### src/hdl/sched_pkg.sv
/* Shared widths, length type, queue layout constants and
   the per-port scheduler state encoding */

package sched_pkg;

    //////////////////////////////////////////////////
    // Bus and packet sizes

    // Bytes carried by one dequeued bus word
    localparam int bus_data_bytes = 64;

    // Largest packet the queues accept
    localparam int mtu_bytes = 1500;

    // Byte length of a packet or of a single word
    localparam int blen_width = 11;
    typedef logic [blen_width-1:0] blen_t;

    //////////////////////////////////////////////////
    // Queue layout

    // Four strict priorities per egress port
    localparam int queues_per_port_log = 2;
    localparam int queues_per_port = 1 << queues_per_port_log;

    // Priority within a port, higher index wins
    typedef logic [queues_per_port_log-1:0] prio_t;

    //////////////////////////////////////////////////
    // Per-port scheduler FSM

    // IDLE      no packet selected
    // SEND      word requests still to be issued
    // WAIT_LAST all words requested, waiting for the last note
    typedef enum logic [1:0] {
        IDLE,
        SEND,
        WAIT_LAST
    } sched_state_t;

endpackage
### src/hdl/queue_len_store.sv
/* Per-queue circular buffers of packet lengths, head length
   register with decrement and pop, empty flags */

module queue_len_store #(
    parameter int NUM_PORTS = 4,
    parameter int QUEUE_DEPTH = 16,
    localparam int num_queues = NUM_PORTS * sched_pkg::queues_per_port,
    localparam int queue_log = $clog2(NUM_PORTS) + sched_pkg::queues_per_port_log
) (
    input  logic                                        clk,
    input  logic                                        rst,
    input  logic                                        enq_valid,
    input  logic [queue_log-1:0]                        enq_queue,
    input  sched_pkg::blen_t                            enq_blen,
    input  logic                                        take_valid,
    input  logic [queue_log-1:0]                        take_queue,
    input  sched_pkg::blen_t                            take_bytes,
    output logic [num_queues-1:0]                       queue_empty,
    output logic [num_queues*sched_pkg::blen_width-1:0] head_blen
);

    import sched_pkg::*;

    localparam int ptr_log = (QUEUE_DEPTH > 1) ? $clog2(QUEUE_DEPTH) : 1;
    localparam int cnt_log = $clog2(QUEUE_DEPTH + 1);

    //////////////////////////////////////////////////
    // One FIFO per queue

    for (genvar q = 0; q < num_queues; q++) begin : g_queue
        blen_t              mem [QUEUE_DEPTH];
        logic [ptr_log-1:0] wr_ptr;
        logic [ptr_log-1:0] rd_ptr;
        logic [ptr_log-1:0] wr_next;
        logic [ptr_log-1:0] rd_next;
        logic [cnt_log-1:0] count;
        blen_t              head_rem;
        logic               wr_en;
        logic               tk_en;
        logic               pop;

        assign wr_en = enq_valid && (enq_queue == queue_log'(q));
        assign tk_en = take_valid && (take_queue == queue_log'(q));

        // Last word of the head packet removes the entry
        assign pop = tk_en && (take_bytes == head_rem);

        assign wr_next = (wr_ptr == ptr_log'(QUEUE_DEPTH - 1)) ? '0 : wr_ptr + 1'b1;
        assign rd_next = (rd_ptr == ptr_log'(QUEUE_DEPTH - 1)) ? '0 : rd_ptr + 1'b1;

        assign queue_empty[q] = (count == '0);
        assign head_blen[q*blen_width +: blen_width] = head_rem;

        always_ff @(posedge clk) begin
            if (rst) begin
                wr_ptr <= '0;
                rd_ptr <= '0;
                count  <= '0;
            end else begin
                if (wr_en) begin
                    wr_ptr <= wr_next;
                end
                if (pop) begin
                    rd_ptr <= rd_next;
                end
                if (wr_en && !pop) begin
                    count <= count + 1'b1;
                end else if (pop && !wr_en) begin
                    count <= count - 1'b1;
                end
            end
        end

        always_ff @(posedge clk) begin
            if (wr_en) begin
                mem[wr_ptr] <= enq_blen;
            end
        end

        // Remaining bytes of the packet at the head
        always_ff @(posedge clk) begin
            if (pop) begin
                if (count > cnt_log'(1)) begin
                    head_rem <= mem[rd_next];
                end else begin
                    // Last entry leaves, a packet arriving now becomes the head
                    head_rem <= enq_blen;
                end
            end else if (tk_en) begin
                head_rem <= head_rem - take_bytes;
            end else if (wr_en && count == '0) begin
                head_rem <= enq_blen;
            end
        end

        //////////////////////////////////////////////////
        // Checks against the enqueue source and the engine

        a_enq_ok: assert property (@(posedge clk) disable iff (rst)
            wr_en |-> (count != cnt_log'(QUEUE_DEPTH)) && (enq_blen != '0)
                      && (enq_blen <= blen_t'(mtu_bytes)));

        a_take_nonempty: assert property (@(posedge clk) disable iff (rst)
            tk_en |-> count != '0);

        a_take_fits: assert property (@(posedge clk) disable iff (rst)
            tk_en |-> take_bytes <= head_rem);
    end

endmodule

### config.mk
export PLATFORM = sky130hd
export DESIGN_NAME = queue_len_store
export DESIGN_NICKNAME = d
export VERILOG_FILES = /design/src/hdl/sched_pkg.sv /design/src/hdl/queue_len_store.sv
export SDC_FILE = /design/constraint.sdc
export NUM_CORES = 2
export LEC_CHECK = 0
export BUFFER_PORTS_ARGS = -buffer_cell sky130_fd_sc_hd__buf_4
export CAP_MARGIN = 10
export CORE_MARGIN = 1
export CORE_UTILIZATION = 45
export DETAILED_ROUTE_END_ITERATION = 8
export GPL_ROUTABILITY_DRIVEN = 1
export GPL_TIMING_DRIVEN = 0
export PLACE_DENSITY = 0.65
export SYNTH_ARGS = -nofsm -noshare
export SYNTH_HDL_FRONTEND = slang
export SYNTH_SLANG_ARGS = --single-unit
### constraint.sdc
create_clock -name clk -period 4.8 [get_ports clk]
set_clock_uncertainty 0.1 [all_clocks]
set_input_delay 0.24 -clock clk [delete_from_list [all_inputs] [get_ports clk]]
set_output_delay 0.24 -clock clk [all_outputs]
set_load 0.05 [all_outputs]
==> out/qor.yml <==
status: "complete, no violations"
place_congestion: 0.903
avgSynthCellArea_um2: 16.6
clock_latency_ns: 0.89
layout_setup_ws_ns: 0.278
area_growth_pct: 14.8
power_density_nw_per_um2: 371
track_usage: 0.249
die_h_um: 552
yosys_warnings: 0
crit_path_max_fanout: 17
synth_edf_count: 2992
drv_slew: 0
hpwlAfterDp_um: 262000
fin_crit_ns: 4.52
grt_pass1_vias: 78100
drv_cap: 0
syn_area_um2: 136000
hold_viol: 0
ys.flop_type: "edfxtp_1"
crit_arrival_ns: 5.16
seq_power_share: 0.527
antenna_found_initial: 42
firstDrtPassIters: 6
fp.dieW_um: 552
wirelength_um: 387000
fill_cells: 23900
syn_inst: 8216
grt_util_met3: 0.0485
vias: 80000
grt_max_degree: 129
power_frac_comb: 0.040
cp-end-kind: "register"
avgViaCountPerCell: 6.07
period_share: 0.942
tritoncts: "built"
p_sw_mw: 12.5
cts_root_buf: "clkbuf_16"
synth_cell_types: 89
synth_nets: 8586
rsz0062_at_grt: "no"
synth-seq-cells: 3200
holdCritPathClass: "in2reg"
grt_pass1_wl_um: 552000
wl_per_cell_um: 29.3
ff_latch_area_um2: 94000
pin_count: 226
grt_overflow: 0
final_core_util: 0.521
intPower_mw: 45.7
drive_gt1_frac: 0.201
setup_viol: 0
cp.required_ns: 5.44
h-tree-depth: 5
core_area_um2: 301000
dieArea_um2: 305000
postCtsSetupBuffers: 0
cp-start-kind: "input port"
fmax_mhz: 221
cts_made_buffers: 329
vdd_ir_drop_max_v: 0.000311
max_slew_margin: 0.109
drc_errors: 0
worst_pin_slew_ns: 1.33
multi_input_area_um2: 40600
grt_util_met2: 0.379
clock-sinks: 3200
grt-busiest-layer: "met2"
first_iter_violations: 10200
final_nets: 9322
numPortBuffers: 221
num_rows: 201
total_power_mw: 58.1
dp.cells: 12500
async_flop_share: 0
grt_use_met1: 0.351
clk_pin_slew_ns: 0.06
clockBufferDepth: 4
leakage_nw: 51.2
pre_cts_slack_ns: -0.452
fin_setup_tns_ns: 0
worstSetupPathType: "in2reg"
swShare: 0.214
stdcell_count: 13200
postRouteAntennaNets: 0
synth-seq-area-share: 0.690
power_frac_clock: 0.433
initial_utilization: 0.454
[Yosys cell counts, types with 44 or more instances]
cell type	n	area, µm²
o22ai_1	68	425
mux4_2	648	14600
nand2b_1	85	532
o21ai_0	203	1020
inv_1	157	589
nand3_1	82	410
dfxtp_1	208	4160
clkbuf_1	146	548
nand4_1	92	576
nand2_1	530	1990
mux2i_1	294	2940
nor2_1	626	2350
mux2_2	44	495
xnor2_1	142	1240
a21oi_1	298	1490
a211oi_1	73	548
buf_2	117	586
xor2_1	131	1150
buf_1	65	244
a31oi_1	73	457
nor3_1	164	821
ha_1	320	4000
edfxtp_1	2992	89800
a21o_1	60	450
[layout make-up]
| class | instances | share of cell area |
|---|---|---|
| multi-input cells | 4515 | 0.259 |
| inverters | 160 | 0.00389 |
| flip-flops and latches | 3200 | 0.601 |
| well taps | 3958 | 0.0317 |
| repair buffers | 405 | 0.0273 |
| diodes | 16 | 0.000256 |
| plain buffers | 341 | 0.00965 |
| clock inverters | 168 | 0.00976 |
| clock buffers | 425 | 0.0572 |
[path summary, 6_finish.rpt]
kind / start / endpoint / slack (ns) / cells after the start
min: take_queue[3] / g_queue[14].head_rem[7] / 0.05 / 5
max reg2reg: g_queue[0].head_rem[6] / g_queue[0].count[4] / 0.67 / 9
min reg2reg: g_queue[15].rd_ptr[1] / g_queue[15].rd_ptr[1] / 0.40 / 2
max: take_bytes[1] / g_queue[0].count[4] / 0.28 / 12
[per-layer routing]
| metal | vias to the layer above | part of all wire |
|---|---|---|
| met1 | 41200 | 0.41 |
| met2 | 3962 | 0.45 |
| met3 | 700 | 0.098 |
| met5 | - | 0.00011 |
| li1 | 34100 | - |
| met4 | 8 | 0.043 |
[critical path: stages]
cell	delay [ns]
buf_4	0.69
inv_2	0.56
buf_12	0.35
ha_1	0.32
nand2_1	0.06
nor4_1	0.77
nand2_1	0.52
ha_1	0.45
or4b_2	0.64
a21oi_1	0.21
xnor2_1	0.14
nor2_1	0.05
[cells by family after synthesis]
logic type,after synthesis,share of synthesized area
AOI/OAI and AO/OA,1095,0.0515
xor gates and xnor gates,276,0.0179
adders and majority gates,336,0.0317
buffers and inverters,501,0.0153
DFF,3200,0.690
muxes,986,0.132
and+or+nand+nor,1822,0.0616
[layout by cell type, fill, tap and decap left out, drive strengths merged, types with 142 or more instances in the layout]
master,n
edfxtp,2992
mux4,648
nor2,633
buf,583
clkbuf,572
nand2,530
ha,320
a21oi,299
mux2i,294
o21ai,222
dfxtp,208
nor3,167
inv,165
xnor2,142
[metrics by stage]
step | instance area [µm²] | hold WS (ns)
after floorplan | 136000 | 0.239
after global placement | 143000 | 0.373
after detailed placement | 145000 | 0.387
after CTS | 156000 | 0.000223
after global routing | 156000 | 0.0612
final | 156000 | 0.0473
[sequential cells by signal, summed over array words and instances, names as in the netlist]
signal	cells
g_queue.mem	2816
g_queue.head_rem	176
g_queue.count	80
g_queue.rd_ptr	64
g_queue.wr_ptr	64
[power by group through the flow]
stage               sequential [mW]  clock [mW]  combinational, mW
CTS                            30.6        25.4               2.31
global placement               31.3           0               2.10
detailed placement             31.2           0               2.29
floorplan                      31.3           0              0.915
global route                   30.6        26.4               2.46
finish                         30.6        25.2               2.34
[timing repair]
item,in CTS,in global routing
resized for setup,0,0
endpoints found under the hold margin,885,0
hold buffers,16,0
Note: power is estimated with default switching activity, not from simulation.
