==> src/hdl/sched_pkg.sv <==
/* Shared widths, length type, queue layout constants and
   the per-port scheduler state encoding */

package sched_pkg;

    //////////////////////////////////////////////////
    // Bus and packet sizes

    // Bytes carried by one dequeued bus word
    localparam int bus_data_bytes = 64;

    // Largest packet the queues accept
    localparam int mtu_bytes = 1500;

    // Byte length of a packet or of a single word
    localparam int blen_width = 11;
    typedef logic [blen_width-1:0] blen_t;

    //////////////////////////////////////////////////
    // Queue layout

    // Four strict priorities per egress port
    localparam int queues_per_port_log = 2;
    localparam int queues_per_port = 1 << queues_per_port_log;

    // Priority within a port, higher index wins
    typedef logic [queues_per_port_log-1:0] prio_t;

    //////////////////////////////////////////////////
    // Per-port scheduler FSM

    // IDLE      no packet selected
    // SEND      word requests still to be issued
    // WAIT_LAST all words requested, waiting for the last note
    typedef enum logic [1:0] {
        IDLE,
        SEND,
        WAIT_LAST
    } sched_state_t;

endpackage
==> src/hdl/dequeue_engine.sv <==
/* Two-stage dequeue pipeline, word size and last flag,
   take strobe to the store and registered notifications */

module dequeue_engine #(
    parameter int NUM_PORTS = 4,
    parameter int DATA_BYTES = 64,
    localparam int num_queues = NUM_PORTS * sched_pkg::queues_per_port,
    localparam int queue_log = $clog2(NUM_PORTS) + sched_pkg::queues_per_port_log
) (
    input  logic                                        clk,
    input  logic                                        rst,
    input  logic                                        req_valid,
    input  logic [queue_log-1:0]                        req_queue,
    input  logic [num_queues*sched_pkg::blen_width-1:0] head_blen,
    output logic                                        take_valid,
    output logic [queue_log-1:0]                        take_queue,
    output sched_pkg::blen_t                            take_bytes,
    output logic                                        note_valid,
    output logic [queue_log-1:0]                        note_queue,
    output sched_pkg::blen_t                            note_bytes,
    output logic                                        note_last
);

    import sched_pkg::*;

    localparam blen_t word_max = blen_t'(DATA_BYTES);

    logic                 s1_valid;
    logic [queue_log-1:0] s1_queue;
    logic                 s2_valid;
    logic [queue_log-1:0] s2_queue;
    blen_t                s2_head;
    blen_t                word_bytes;
    logic                 word_last;

    //////////////////////////////////////////////////
    // Stage 1 and stage 2 registers

    always_ff @(posedge clk) begin
        if (rst) begin
            s1_valid <= 1'b0;
            s2_valid <= 1'b0;
        end else begin
            s1_valid <= req_valid;
            s2_valid <= s1_valid;
        end
    end

    always_ff @(posedge clk) begin
        s1_queue <= req_queue;
        s2_queue <= s1_queue;
    end

    //////////////////////////////////////////////////
    // Stage 2 word sizing

    // Head already reflects takes from earlier words of the packet
    assign s2_head = head_blen[int'(s2_queue)*blen_width +: blen_width];

    assign word_last  = (s2_head <= word_max);
    assign word_bytes = word_last ? s2_head : word_max;

    assign take_valid = s2_valid;
    assign take_queue = s2_queue;
    assign take_bytes = word_bytes;

    //////////////////////////////////////////////////
    // Notification output

    always_ff @(posedge clk) begin
        if (rst) begin
            note_valid <= 1'b0;
        end else begin
            note_valid <= s2_valid;
        end
    end

    always_ff @(posedge clk) begin
        if (s2_valid) begin
            note_queue <= s2_queue;
            note_bytes <= word_bytes;
            note_last  <= word_last;
        end
    end

    // A zero-byte word means the arbiter asked past the packet end
    a_note_bytes: assert property (@(posedge clk) disable iff (rst)
        note_valid |-> note_bytes != '0);

endmodule

==> config.mk <==
export PLATFORM = sky130hd
export DESIGN_NAME = dequeue_engine
export DESIGN_NICKNAME = d
export VERILOG_FILES = /design/src/hdl/sched_pkg.sv /design/src/hdl/dequeue_engine.sv
export SDC_FILE = /design/constraint.sdc
export NUM_CORES = 1
export LEC_CHECK = 0
export BUFFER_PORTS_ARGS = -buffer_cell sky130_fd_sc_hd__buf_2
export CORE_AREA = 2 2 85 87
export DETAILED_ROUTE_END_ITERATION = 10
export DIE_AREA = 0 0 87 89
export PLACE_DENSITY = 0.76
export REMOVE_ABC_BUFFERS = 1
export SETUP_SLACK_MARGIN = 0.3
export SLEW_MARGIN = 20
export SYNTH_ARGS = -nofsm -noshare
export SYNTH_HDL_FRONTEND = slang
export SYNTH_SLANG_ARGS = --single-unit
==> constraint.sdc <==
create_clock -name clk -period 5.1 [get_ports clk]
set_input_delay 1.275 -clock clk [delete_from_list [all_inputs] [get_ports clk]]
set_output_delay 1.275 -clock clk [all_outputs]
set_load 0.005 [all_outputs]
==> metrics.txt, run 1 <==
worst voltage drop across the vdd grid=about 93 uV; transition time at the pin with the least slew margin=721 ps; final weighted congestion in routability-driven placement=0.843; wire length on met2=3610 um; starting utilization of the core area=0.304; Net Sw Frac=0.245; Die Area=7740 um^2; diode insertion count for antenna repair=0; unrepaired setup endpoints after global routing=no; hold_buf cts=0; Min-Delay Path Class=reg -> reg; first-pass GRT wire length=9670 um; proportion of layout cells with a drive suffix above 1=0.686; area of the core=6720 um^2; average routed wire per standard cell=15.9 um; number of hold-slack violations in the final timing report=0; library cell contributing the largest single delay on the critical path=sky130_fd_sc_hd__a2111oi_4; Seq pwr share=0.473; footprint of the flip-flops and latches=702 um^2; synthesis-to-finish area growth=54.0%; Final setup viols=0; Post-route DRC=0; final total negative setup slack=0 ps; Clock transition at path regs=around 80 ps; data required time of the critical path=3830 ps; synthesized area divided by synthesized cell count=14.5 um^2; nature of the critical path endpoint=output port; Final min period=roughly 4300 ps; sinks on the clock net=27; total number of vias=about 2100; CP Cell Sequence=buf_2 -> or4b_1 -> nor3_1 -> nor4_1 -> a2111oi_4 -> and2_1 -> buf_2; multi-input gate area in the final layout=approximately 1200 um^2; pin count of the biggest net entering global routing=25; Max Cap Viol=0; leak pwr=0.00152 uW; leading cell type by number of instances after synthesis=sky130_fd_sc_hd__mux4_2; fmax=0.230 GHz; Synth top area share=0.235; highest metal layer with signal wires=met4; CTS Buf Count=3; Unique masters post-synth=30; Finished Core Util=0.469; gr usage total=0.162; antenna violations before repair=0; cell count after placement=about 430; met3 wire length=435 um; Yosys warnings=0; final critical-path share of the clock period=0.851; Post-CTS Resized=0; final worst clock skew=2.52 ps; nets@finish=534; net switching power=131 uW; areal power density over the cells=approximately 170 nW/um^2; Most used DFF post-synth=sky130_fd_sc_hd__edfxtp_1; Congestion Overflow GR=0; fin. max-slew vios=0; number of placement rows=30; Synth area leader=sky130_fd_sc_hd__edfxtp_1; count of TritonRoute iterations in the first routing pass=5; result of the run=complete, no violations; synthesized flop and latch total=27; count of mapped cells out of synthesis=141; peak per-stage delay on the critical path=520 ps; combinational share of power=0.316; synth top area cells=sky130_fd_sc_hd__edfxtp_1, sky130_fd_sc_hd__mux4_2, sky130_fd_sc_hd__mux4_1, sky130_fd_sc_hd__dfxtp_1, sky130_fd_sc_hd__a22oi_1; element type at the critical path start=primary input; ports placed on the boundary=216; overall routed net length=6830 um; via-per-instance ratio=around 5.0; critical-path maximum fanout=8; netlist area before placement=about 2000 um^2; class of the most critical setup path=in -> out; wire length the detailed router placed on met1=2710 um; root buf cell=sky130_fd_sc_hd__clkbuf_8; Detailed Place HPWL=6000 um; number of synthesized flops with an enable pin=16; TritonCTS clock tree=built; register area share after synthesis=0.343; non-filler instance count after layout=430; clock insertion delay at the later pin of the skew report=between 200 and 300 ps; CTS max path bufs=2; DIE HEIGHT=89 um; via count of the first global-routing pass=about 2000; number of buffers added for setup after CTS=0; proportion of synthesized flip-flops having asynchronous set or reset=0; remaining antenna violation count=0; count of port buffers added during placement=211; Power Internal=about 400 uW; Clock power frac=0.211; fill count=610; top post-synthesis cells by count=sky130_fd_sc_hd__mux4_2, sky130_fd_sc_hd__edfxtp_1, sky130_fd_sc_hd__nor4_1, sky130_fd_sc_hd__a22oi_1, sky130_fd_sc_hd__mux4_1; critical path's most frequent cell=sky130_fd_sc_hd__buf_2; die span in x=~87 um; H-tree depth=1; remaining max-slew budget at the tightest pin=0.518; Initial DRC Count=54; endpoint arrival time on the critical path=approximately 3100 ps
[critical path: cells and delay by family]
family	cells	cell delay [ps]
compound gates	1	520
simple gates	4	1050
buf+inv	2	210
[kinds of logic after synthesis]
group           Yosys count  synth area share
simple gates             47             0.138
compound gates           16            0.0686
flops                    27             0.343
other cells               1           0.00183
buf+inv                  16            0.0710
mux                      34             0.378
[layout make-up]
class | count | share of cell area
tap | 80 | 0.0318
multi-input combinational | 105 | 0.389
clock buffer | 3 | 0.0131
timing repair buffer | 213 | 0.340
inverter | 1 | 0.00119
sequential | 27 | 0.223
clock inverter | 1 | 0.00159
[path summary, 6_finish.rpt]
check             slack [ps]           start  cells past startpoint            end
setup reg to reg        2520   take_queue[0]                      6      note_last
setup / recovery         760  head_blen[106]                      7  take_bytes[4]
hold reg to reg          330     s1_queue[0]                      0  take_queue[0]
hold / removal           330     s1_queue[0]                      0  take_queue[0]
[state kept, by name (all words and copies together), names as in the netlist]
signal,cells
note_bytes,11
note_queue,4
s1_queue,4
take_queue,4
note_last,1
note_valid,1
s1_valid,1
take_valid,1
[routing by layer]
layer,GRT usage,vias to the layer above
li1,-,1014
met3,0.0185,8
met1,0.203,990
met2,0.300,126
met4,0.0384,0
met5,0,-
[through the flow]
step	power, uW	cell area, um^2	hold slack, ps	setup WS (ps)
finish	532	3150	330	760
global route	565	3150	333	596
CTS	543	3150	334	713
detailed placement	427	3100	313	712
global placement	423	3100	311	733
floorplan	331	1930	310	1060
[power groups by stage]
| stage | Clock [uW] | Sequential [uW] | Combinational [uW] |
|---|---|---|---|
| after floorplan | 0 | 260 | 71.4 |
| after global placement | 0 | 257 | 166 |
| after detailed placement | 0 | 257 | 170 |
| after CTS | 120 | 252 | 170 |
| after global routing | 128 | 254 | 184 |
| final | 113 | 252 | 168 |
[placed cells by master, fill, tap and decap left out, types with 2 or more instances in the layout]
| cell | instances |
|---|---|
| sky130_fd_sc_hd__mux4_1 | 12 |
| sky130_fd_sc_hd__mux4_2 | 19 |
| sky130_fd_sc_hd__nor3_1 | 3 |
| sky130_fd_sc_hd__buf_2 | 211 |
| sky130_fd_sc_hd__buf_4 | 2 |
| sky130_fd_sc_hd__conb_1 | 8 |
| sky130_fd_sc_hd__dfxtp_1 | 10 |
| sky130_fd_sc_hd__nor4_1 | 14 |
| sky130_fd_sc_hd__a22oi_1 | 12 |
| sky130_fd_sc_hd__nand2_1 | 7 |
| sky130_fd_sc_hd__mux2i_1 | 3 |
| sky130_fd_sc_hd__clkbuf_8 | 3 |
| sky130_fd_sc_hd__nor2b_1 | 5 |
| sky130_fd_sc_hd__or4b_1 | 2 |
| sky130_fd_sc_hd__edfxtp_1 | 16 |
| sky130_fd_sc_hd__nor2_1 | 3 |
| sky130_fd_sc_hd__and2_1 | 7 |
Note: power is estimated with default switching activity, not from simulation.
==> inputs of run 2 (changes only) <==
--- a/config.mk
+++ b/config.mk
@@ -6,11 +6,10 @@
 export NUM_CORES = 1
 export LEC_CHECK = 0
 export BUFFER_PORTS_ARGS = -buffer_cell sky130_fd_sc_hd__buf_2
-export CORE_AREA = 2 2 85 87
+export CORE_AREA = 2 2 84 86
 export DETAILED_ROUTE_END_ITERATION = 10
-export DIE_AREA = 0 0 87 89
-export PLACE_DENSITY = 0.76
-export REMOVE_ABC_BUFFERS = 1
+export DIE_AREA = 0 0 86 88
+export PLACE_DENSITY = 0.77
 export SETUP_SLACK_MARGIN = 0.3
 export SLEW_MARGIN = 20
 export SYNTH_ARGS = -nofsm -noshare
==> constraint.sdc (replaced) <==
create_clock -name clk -period 5.5 [get_ports clk]
set_input_delay 1.375 -clock clk [delete_from_list [all_inputs] [get_ports clk]]
set_output_delay 1.375 -clock clk [all_outputs]
set_load 0.005 [all_outputs]
==> metrics.txt, run 2 (same netlist as run 1, synthesis figures left out) <==
result of the run=complete, no violations; Post-CTS Resized=0 (unchanged); sinks on the clock net=27 (unchanged); CTS max path bufs=2 (unchanged); hold_buf cts=0 (unchanged); Min-Delay Path Class=reg -> reg; final design instance area without fill=3140 um^2 (-0.16%); die span in x=86 um (-1.1%); TritonCTS clock tree=built; Post-route DRC=0 (unchanged); final critical-path share of the clock period=0.830; most common library cell in the layout ignoring fill and taps=sky130_fd_sc_hd__buf_2; top library cells by usage in the layout, fill and taps aside=sky130_fd_sc_hd__buf_2, sky130_fd_sc_hd__mux4_2, sky130_fd_sc_hd__edfxtp_1; via count of the first global-routing pass=2247 (+12%); Hold Path Stages=0 (unchanged); count of TritonRoute iterations in the first routing pass=4 (-1); number of buffers added for setup after CTS=0 (unchanged); net switching power=130 uW (-0.64%); Max Cap Viol=0 (unchanged); antenna violations before repair=0 (unchanged); Net Sw Frac=0.258 (+0.0127); leak pwr=0.00151 uW (-0.56%); H-tree depth=1 (unchanged); overall routed net length=6890 um (+0.92%); r2r setup slk=2650 ps (+130 ps); nets@finish=533 (-0.19%); average routed wire per standard cell=16.1 um (+1.2%); remaining max-slew budget at the tightest pin=0.364 (-0.154); areal power density over the cells=160 nW/um^2 (-5.4%); remaining antenna violation count=0 (unchanged); worst voltage drop across the vdd grid=66.7 uV (-28%); fmax=0.219 GHz; final worst clock skew=7.27 ps (+4.75 ps); first-pass GRT wire length=10300 um (+6.1%); area of the core=6640 um^2 (-1.1%); transition time at the pin with the least slew margin=954 ps (+233 ps); pin count of the biggest net entering global routing=36 (+44%); data required time of the critical path=4120 ps (+290 ps); Detailed Place HPWL=5960 um (-0.63%); start point of the worst hold path=s1_queue[3]; flip-flop count of the largest register after layout=11 (unchanged); unrepaired setup endpoints after global routing=no; fin. max-slew vios=0 (unchanged); Congestion Overflow GR=0 (unchanged); Power Internal=373 uW (-7.1%); nature of the critical path endpoint=output port; Seq pwr share=0.468 (-0.005); final total negative setup slack=0 ps (unchanged); Clock transition at path regs=100 ps (+20 ps); CTS Buf Count=3 (unchanged); area after detailed placement=3090 um^2 (-0.24%); cells on worst reg2reg path=5 (-1); Die Area=7570 um^2 (-2.3%); diode insertion count for antenna repair=0 (unchanged); number of placement rows=30 (unchanged); ports placed on the boundary=216 (unchanged); starting utilization of the core area=0.308 (+0.00344); gr usage total=0.172 (+0.00946); class of the most critical setup path=in -> out; register with the highest flop count=note_bytes; critical-path maximum fanout=8 (unchanged); total number of vias=2185 (+2.2%); clock insertion delay at the later pin of the skew report=270 ps (about the same); Final min period=4570 ps; proportion of layout cells with a drive suffix above 1=0.685 (-0.000901); root buf cell=sky130_fd_sc_hd__clkbuf_8; element type at the critical path start=primary input; final weighted congestion in routability-driven placement=0.844 (+0.18%); Initial DRC Count=58 (+7.4%); via-per-instance ratio=5.09 (+2.4%); number of hold-slack violations in the final timing report=0 (unchanged); count of port buffers added during placement=211 (unchanged); endpoint with the worst hold slack=take_queue[3]; reg-to-reg critical path startpoint=take_queue[0]; Final setup viols=0 (unchanged); worst reg2reg endpoint=note_bytes[6]; DIE HEIGHT=88 um (-1.1%); Clock power frac=0.224 (+0.013); synthesis-to-finish area growth=53.7%; combinational share of power=0.308 (-0.008); endpoint arrival time on the critical path=3190 ps (+130 ps)
[run 2: changes by cell type in the layout (fill, tap and decap cells not counted)]
| cell | previous run | this run |
|---|---|---|
| sky130_fd_sc_hd__clkinv_2 | 1 | 0 |
| sky130_fd_sc_hd__clkinvlp_4 | 0 | 1 |
| sky130_fd_sc_hd__buf_4 | 2 | 1 |
[run 2: layout make-up]
class | count | area, um^2
clock buffers | 3 | 41.3
clock inverters | 1 | 7.51
fillers | 618 | 3500
inverters | 1 | 3.75
multi-input cells | 105 | 1220
flip-flops and latches | 27 | 702
well taps | 80 | 100
repair buffers | 212 | 1060
[run 2: worst max-delay path, stage by stage]
cell and delay [ps]:
sky130_fd_sc_hd__buf_2 100, sky130_fd_sc_hd__nor4_1 380, sky130_fd_sc_hd__mux4_2 320, sky130_fd_sc_hd__nor2_1 90, sky130_fd_sc_hd__a2111oi_4 560, sky130_fd_sc_hd__and2_1 240, sky130_fd_sc_hd__buf_2 130
[run 2: power groups by stage]
| stage | Clock (uW) | Combinational [uW] | Sequential [uW] |
|---|---|---|---|
| finish | 113 | 155 | 235 |
| global placement | 0 | 152 | 240 |
| floorplan | 0 | 84.9 | 232 |
| CTS | 118 | 156 | 236 |
| global route | 123 | 169 | 238 |
| detailed placement | 0 | 156 | 241 |
[run 2: per-layer routing]
metal  share of wire  routed length [um]  global-route usage
met1            0.38                2630               0.189
met4          0.0041                  28              0.0361
met2            0.56                3840               0.352
met3           0.058                 400              0.0160
met5               0                   0                   0
[run 2: worst max-delay path by stage]
stage	start	end	slack, ps	cells after the start
global route	take_queue[0]	take_bytes[1]	720	6
floorplan	head_blen[18]	take_bytes[0]	1420	5
detailed placement	head_blen[84]	take_bytes[1]	890	7
global placement	head_blen[84]	take_bytes[2]	940	7
finish	head_blen[84]	take_bytes[5]	930	7
CTS	head_blen[84]	take_bytes[1]	860	7
[run 2: per-stage QoR]
step                      utilization  setup WS [ps]  hold slack, ps  instances  total power (uW)
after floorplan                     -           1420             310        148               317
after global placement          0.466            944             310        425               392
after detailed placement        0.466            891             321        425               397
after CTS                       0.473            861             344        429               510
after global routing            0.473            717             347        429               530
final                           0.473            935             332        429               503
==> inputs of run 3 (changes only) <==
--- a/config.mk
+++ b/config.mk
@@ -6,10 +6,10 @@
 export NUM_CORES = 1
 export LEC_CHECK = 0
 export BUFFER_PORTS_ARGS = -buffer_cell sky130_fd_sc_hd__buf_2
-export CORE_AREA = 2 2 84 86
+export CORE_AREA = 2 2 85 87
 export DETAILED_ROUTE_END_ITERATION = 10
-export DIE_AREA = 0 0 86 88
-export PLACE_DENSITY = 0.77
+export DIE_AREA = 0 0 87 89
+export PLACE_DENSITY = 0.76
 export SETUP_SLACK_MARGIN = 0.3
 export SLEW_MARGIN = 20
 export SYNTH_ARGS = -nofsm -noshare
==> constraint.sdc (replaced) <==
create_clock -name clk -period 4.3 [get_ports clk]
set_input_delay 1.075 -clock clk [delete_from_list [all_inputs] [get_ports clk]]
set_output_delay 1.075 -clock clk [all_outputs]
set_load 0.005 [all_outputs]
==> metrics.txt, run 3 (same netlist as run 1, synthesis figures left out) <==
non-filler instance count after layout=432 (+0.70%); final critical-path share of the clock period=0.893; critical-path maximum fanout=8 (unchanged); final worst clock skew=5.56 ps (-1.71 ps); first-pass GRT wire length=10200 um (-0.54%); overall routed net length=6980 um (+1.3%); nature of the critical path endpoint=output port; top library cells by usage in the layout, fill and taps aside=sky130_fd_sc_hd__buf_2, sky130_fd_sc_hd__mux4_2, sky130_fd_sc_hd__edfxtp_1; worst voltage drop across the vdd grid=110 uV (+65%); transition time at the pin with the least slew margin=739 ps (-215 ps); final weighted congestion in routability-driven placement=0.812 (-3.8%); nets@finish=536 (+0.56%); diode insertion count for antenna repair=0 (unchanged); Clock power frac=0.223 (about the same); H-tree depth=1 (unchanged); data required time of the critical path=3220 ps (-900 ps); Clock transition at path regs=90 ps (about the same); cell count after placement=427 (+0.47%); tightest hold margin=336 ps (+3.79 ps); hold_buf cts=0 (unchanged); Post-route DRC=0 (unchanged); CTS Buf Count=3 (unchanged); total number of vias=2177 (-0.37%); area of the core=6720 um^2 (+1.1%); starting utilization of the core area=0.304 (-0.00344); sinks on the clock net=27 (unchanged); count of port buffers added during placement=211 (unchanged); clock insertion delay at the later pin of the skew report=270 ps (about the same); Detailed Place HPWL=6110 um (+2.6%); remaining antenna violation count=0 (unchanged); endpoint arrival time on the critical path=2760 ps (-430 ps); startpoint of the most critical setup path=head_blen[18]; r2r setup slk=1760 ps (-890 ps); termination of the worst setup path=take_bytes[4]; class of the most critical setup path=in -> out; via-per-instance ratio=5.04 (-1.1%); TritonCTS clock tree=built; root buf cell=sky130_fd_sc_hd__clkbuf_8; most common library cell in the layout ignoring fill and taps=sky130_fd_sc_hd__buf_2; DIE HEIGHT=89 um (+1.1%); remaining max-slew budget at the tightest pin=0.506 (+0.142); Min-Delay Path Class=reg -> reg; antenna violations before repair=0 (unchanged); Post-CTS Resized=0 (unchanged); element type at the critical path start=primary input; area after detailed placement=3110 um^2 (+0.49%); number of hold-slack violations in the final timing report=0 (unchanged); cells on worst reg2reg path=6 (+1); final design instance area without fill=3170 um^2 (+0.72%); gr usage total=0.170 (-0.00193); synthesis-to-finish area growth=54.8%; proportion of layout cells with a drive suffix above 1=0.688 (+0.00269); flip-flop count of the largest register after layout=11 (unchanged); fmax=0.260 GHz; register with the highest flop count=note_bytes; result of the run=complete, no violations; unrepaired setup endpoints after global routing=no; Initial DRC Count=63 (+8.6%); number of placement rows=30 (unchanged); die span in x=87 um (+1.2%); final total negative setup slack=0 ps (unchanged); CTS max path bufs=2 (unchanged); Final min period=3840 ps; count of TritonRoute iterations in the first routing pass=4 (unchanged); reg-to-reg critical path startpoint=take_queue[0]; pin count of the biggest net entering global routing=23 (-36%); net switching power=166 uW (+28%); worst reg2reg endpoint=note_last; fin. max-slew vios=0 (unchanged); Die Area=7740 um^2 (+2.3%); Congestion Overflow GR=0 (unchanged); average routed wire per standard cell=16.2 um (+0.63%); Power Internal=480 uW (+29%); Net Sw Frac=0.258 (-0.000378); leak pwr=0.00153 uW (+0.99%); Seq pwr share=0.463 (-0.005); Final setup viols=0 (unchanged); areal power density over the cells=204 nW/um^2 (+28%); via count of the first global-routing pass=2145 (-4.5%); combinational share of power=0.315 (+0.007); ports placed on the boundary=216 (unchanged); Max Cap Viol=0 (unchanged)
run 3: worst min-delay path by stage:
| stage | depth (start not counted) | endpoint | from |
|---|---|---|---|
| after floorplan | 0 | take_queue[0] | s1_queue[0] |
| after global placement | 0 | take_queue[3] | s1_queue[3] |
| after detailed placement | 0 | take_queue[1] | s1_queue[1] |
| after CTS | 0 | take_queue[1] | s1_queue[1] |
| after global routing | 0 | take_queue[1] | s1_queue[1] |
| final | 0 | take_queue[2] | s1_queue[2] |
run 3: stage by stage:
step | power (uW) | setup slack, ps | util
after CTS | 650 | 398 | 0.470
after global routing | 680 | 336 | 0.471
after detailed placement | 508 | 395 | 0.463
after floorplan | 406 | 817 | -
final | 646 | 460 | 0.471
after global placement | 503 | 441 | 0.463
run 3: final cells by class:
| type | count | area [um^2] |
|---|---|---|
| Fill cell | 623 | 3550 |
| Sequential cell | 27 | 702 |
| Clock buffer | 3 | 41.3 |
| Inverter | 1 | 3.75 |
| Clock inverter | 1 | 7.51 |
| Multi-Input combinational cell | 105 | 1220 |
| Timing Repair Buffer | 215 | 1090 |
| Tap cell | 80 | 100 |
run 3: worst max-delay path, stage by stage:
cell and delay (ps):
sky130_fd_sc_hd__buf_2 90, sky130_fd_sc_hd__or4_1 510, sky130_fd_sc_hd__nor3_1 140, sky130_fd_sc_hd__nor4_1 130
sky130_fd_sc_hd__a2111oi_4 340, sky130_fd_sc_hd__buf_4 200, sky130_fd_sc_hd__and2_1 160, sky130_fd_sc_hd__buf_2 120
run 3: power by group through the flow:
stage               registers, uW  logic (uW)  clock network [uW]
finish                        299         203                 144
global route                  301         223                 156
CTS                           299         203                 148
detailed placement            305         203                   0
global placement              305         198                   0
floorplan                     297         109                   0
run 3: metal layers:
metal | share of wire | routed length [um] | up-vias | GRT usage
met3 | 0.077 | 538 | 6 | 0.0342
li1 | - | - | 1019 | -
met5 | 0 | 0 | - | 0
met1 | 0.36 | 2520 | 1030 | 0.194
met2 | 0.55 | 3860 | 122 | 0.332
met4 | 0.0084 | 59 | 0 | 0.0241
run 3: repair_timing:
item                                   CTS  global route
setup endpoints to repair                0             6
endpoints found under the hold margin    0             0
setup buffers                            0             1
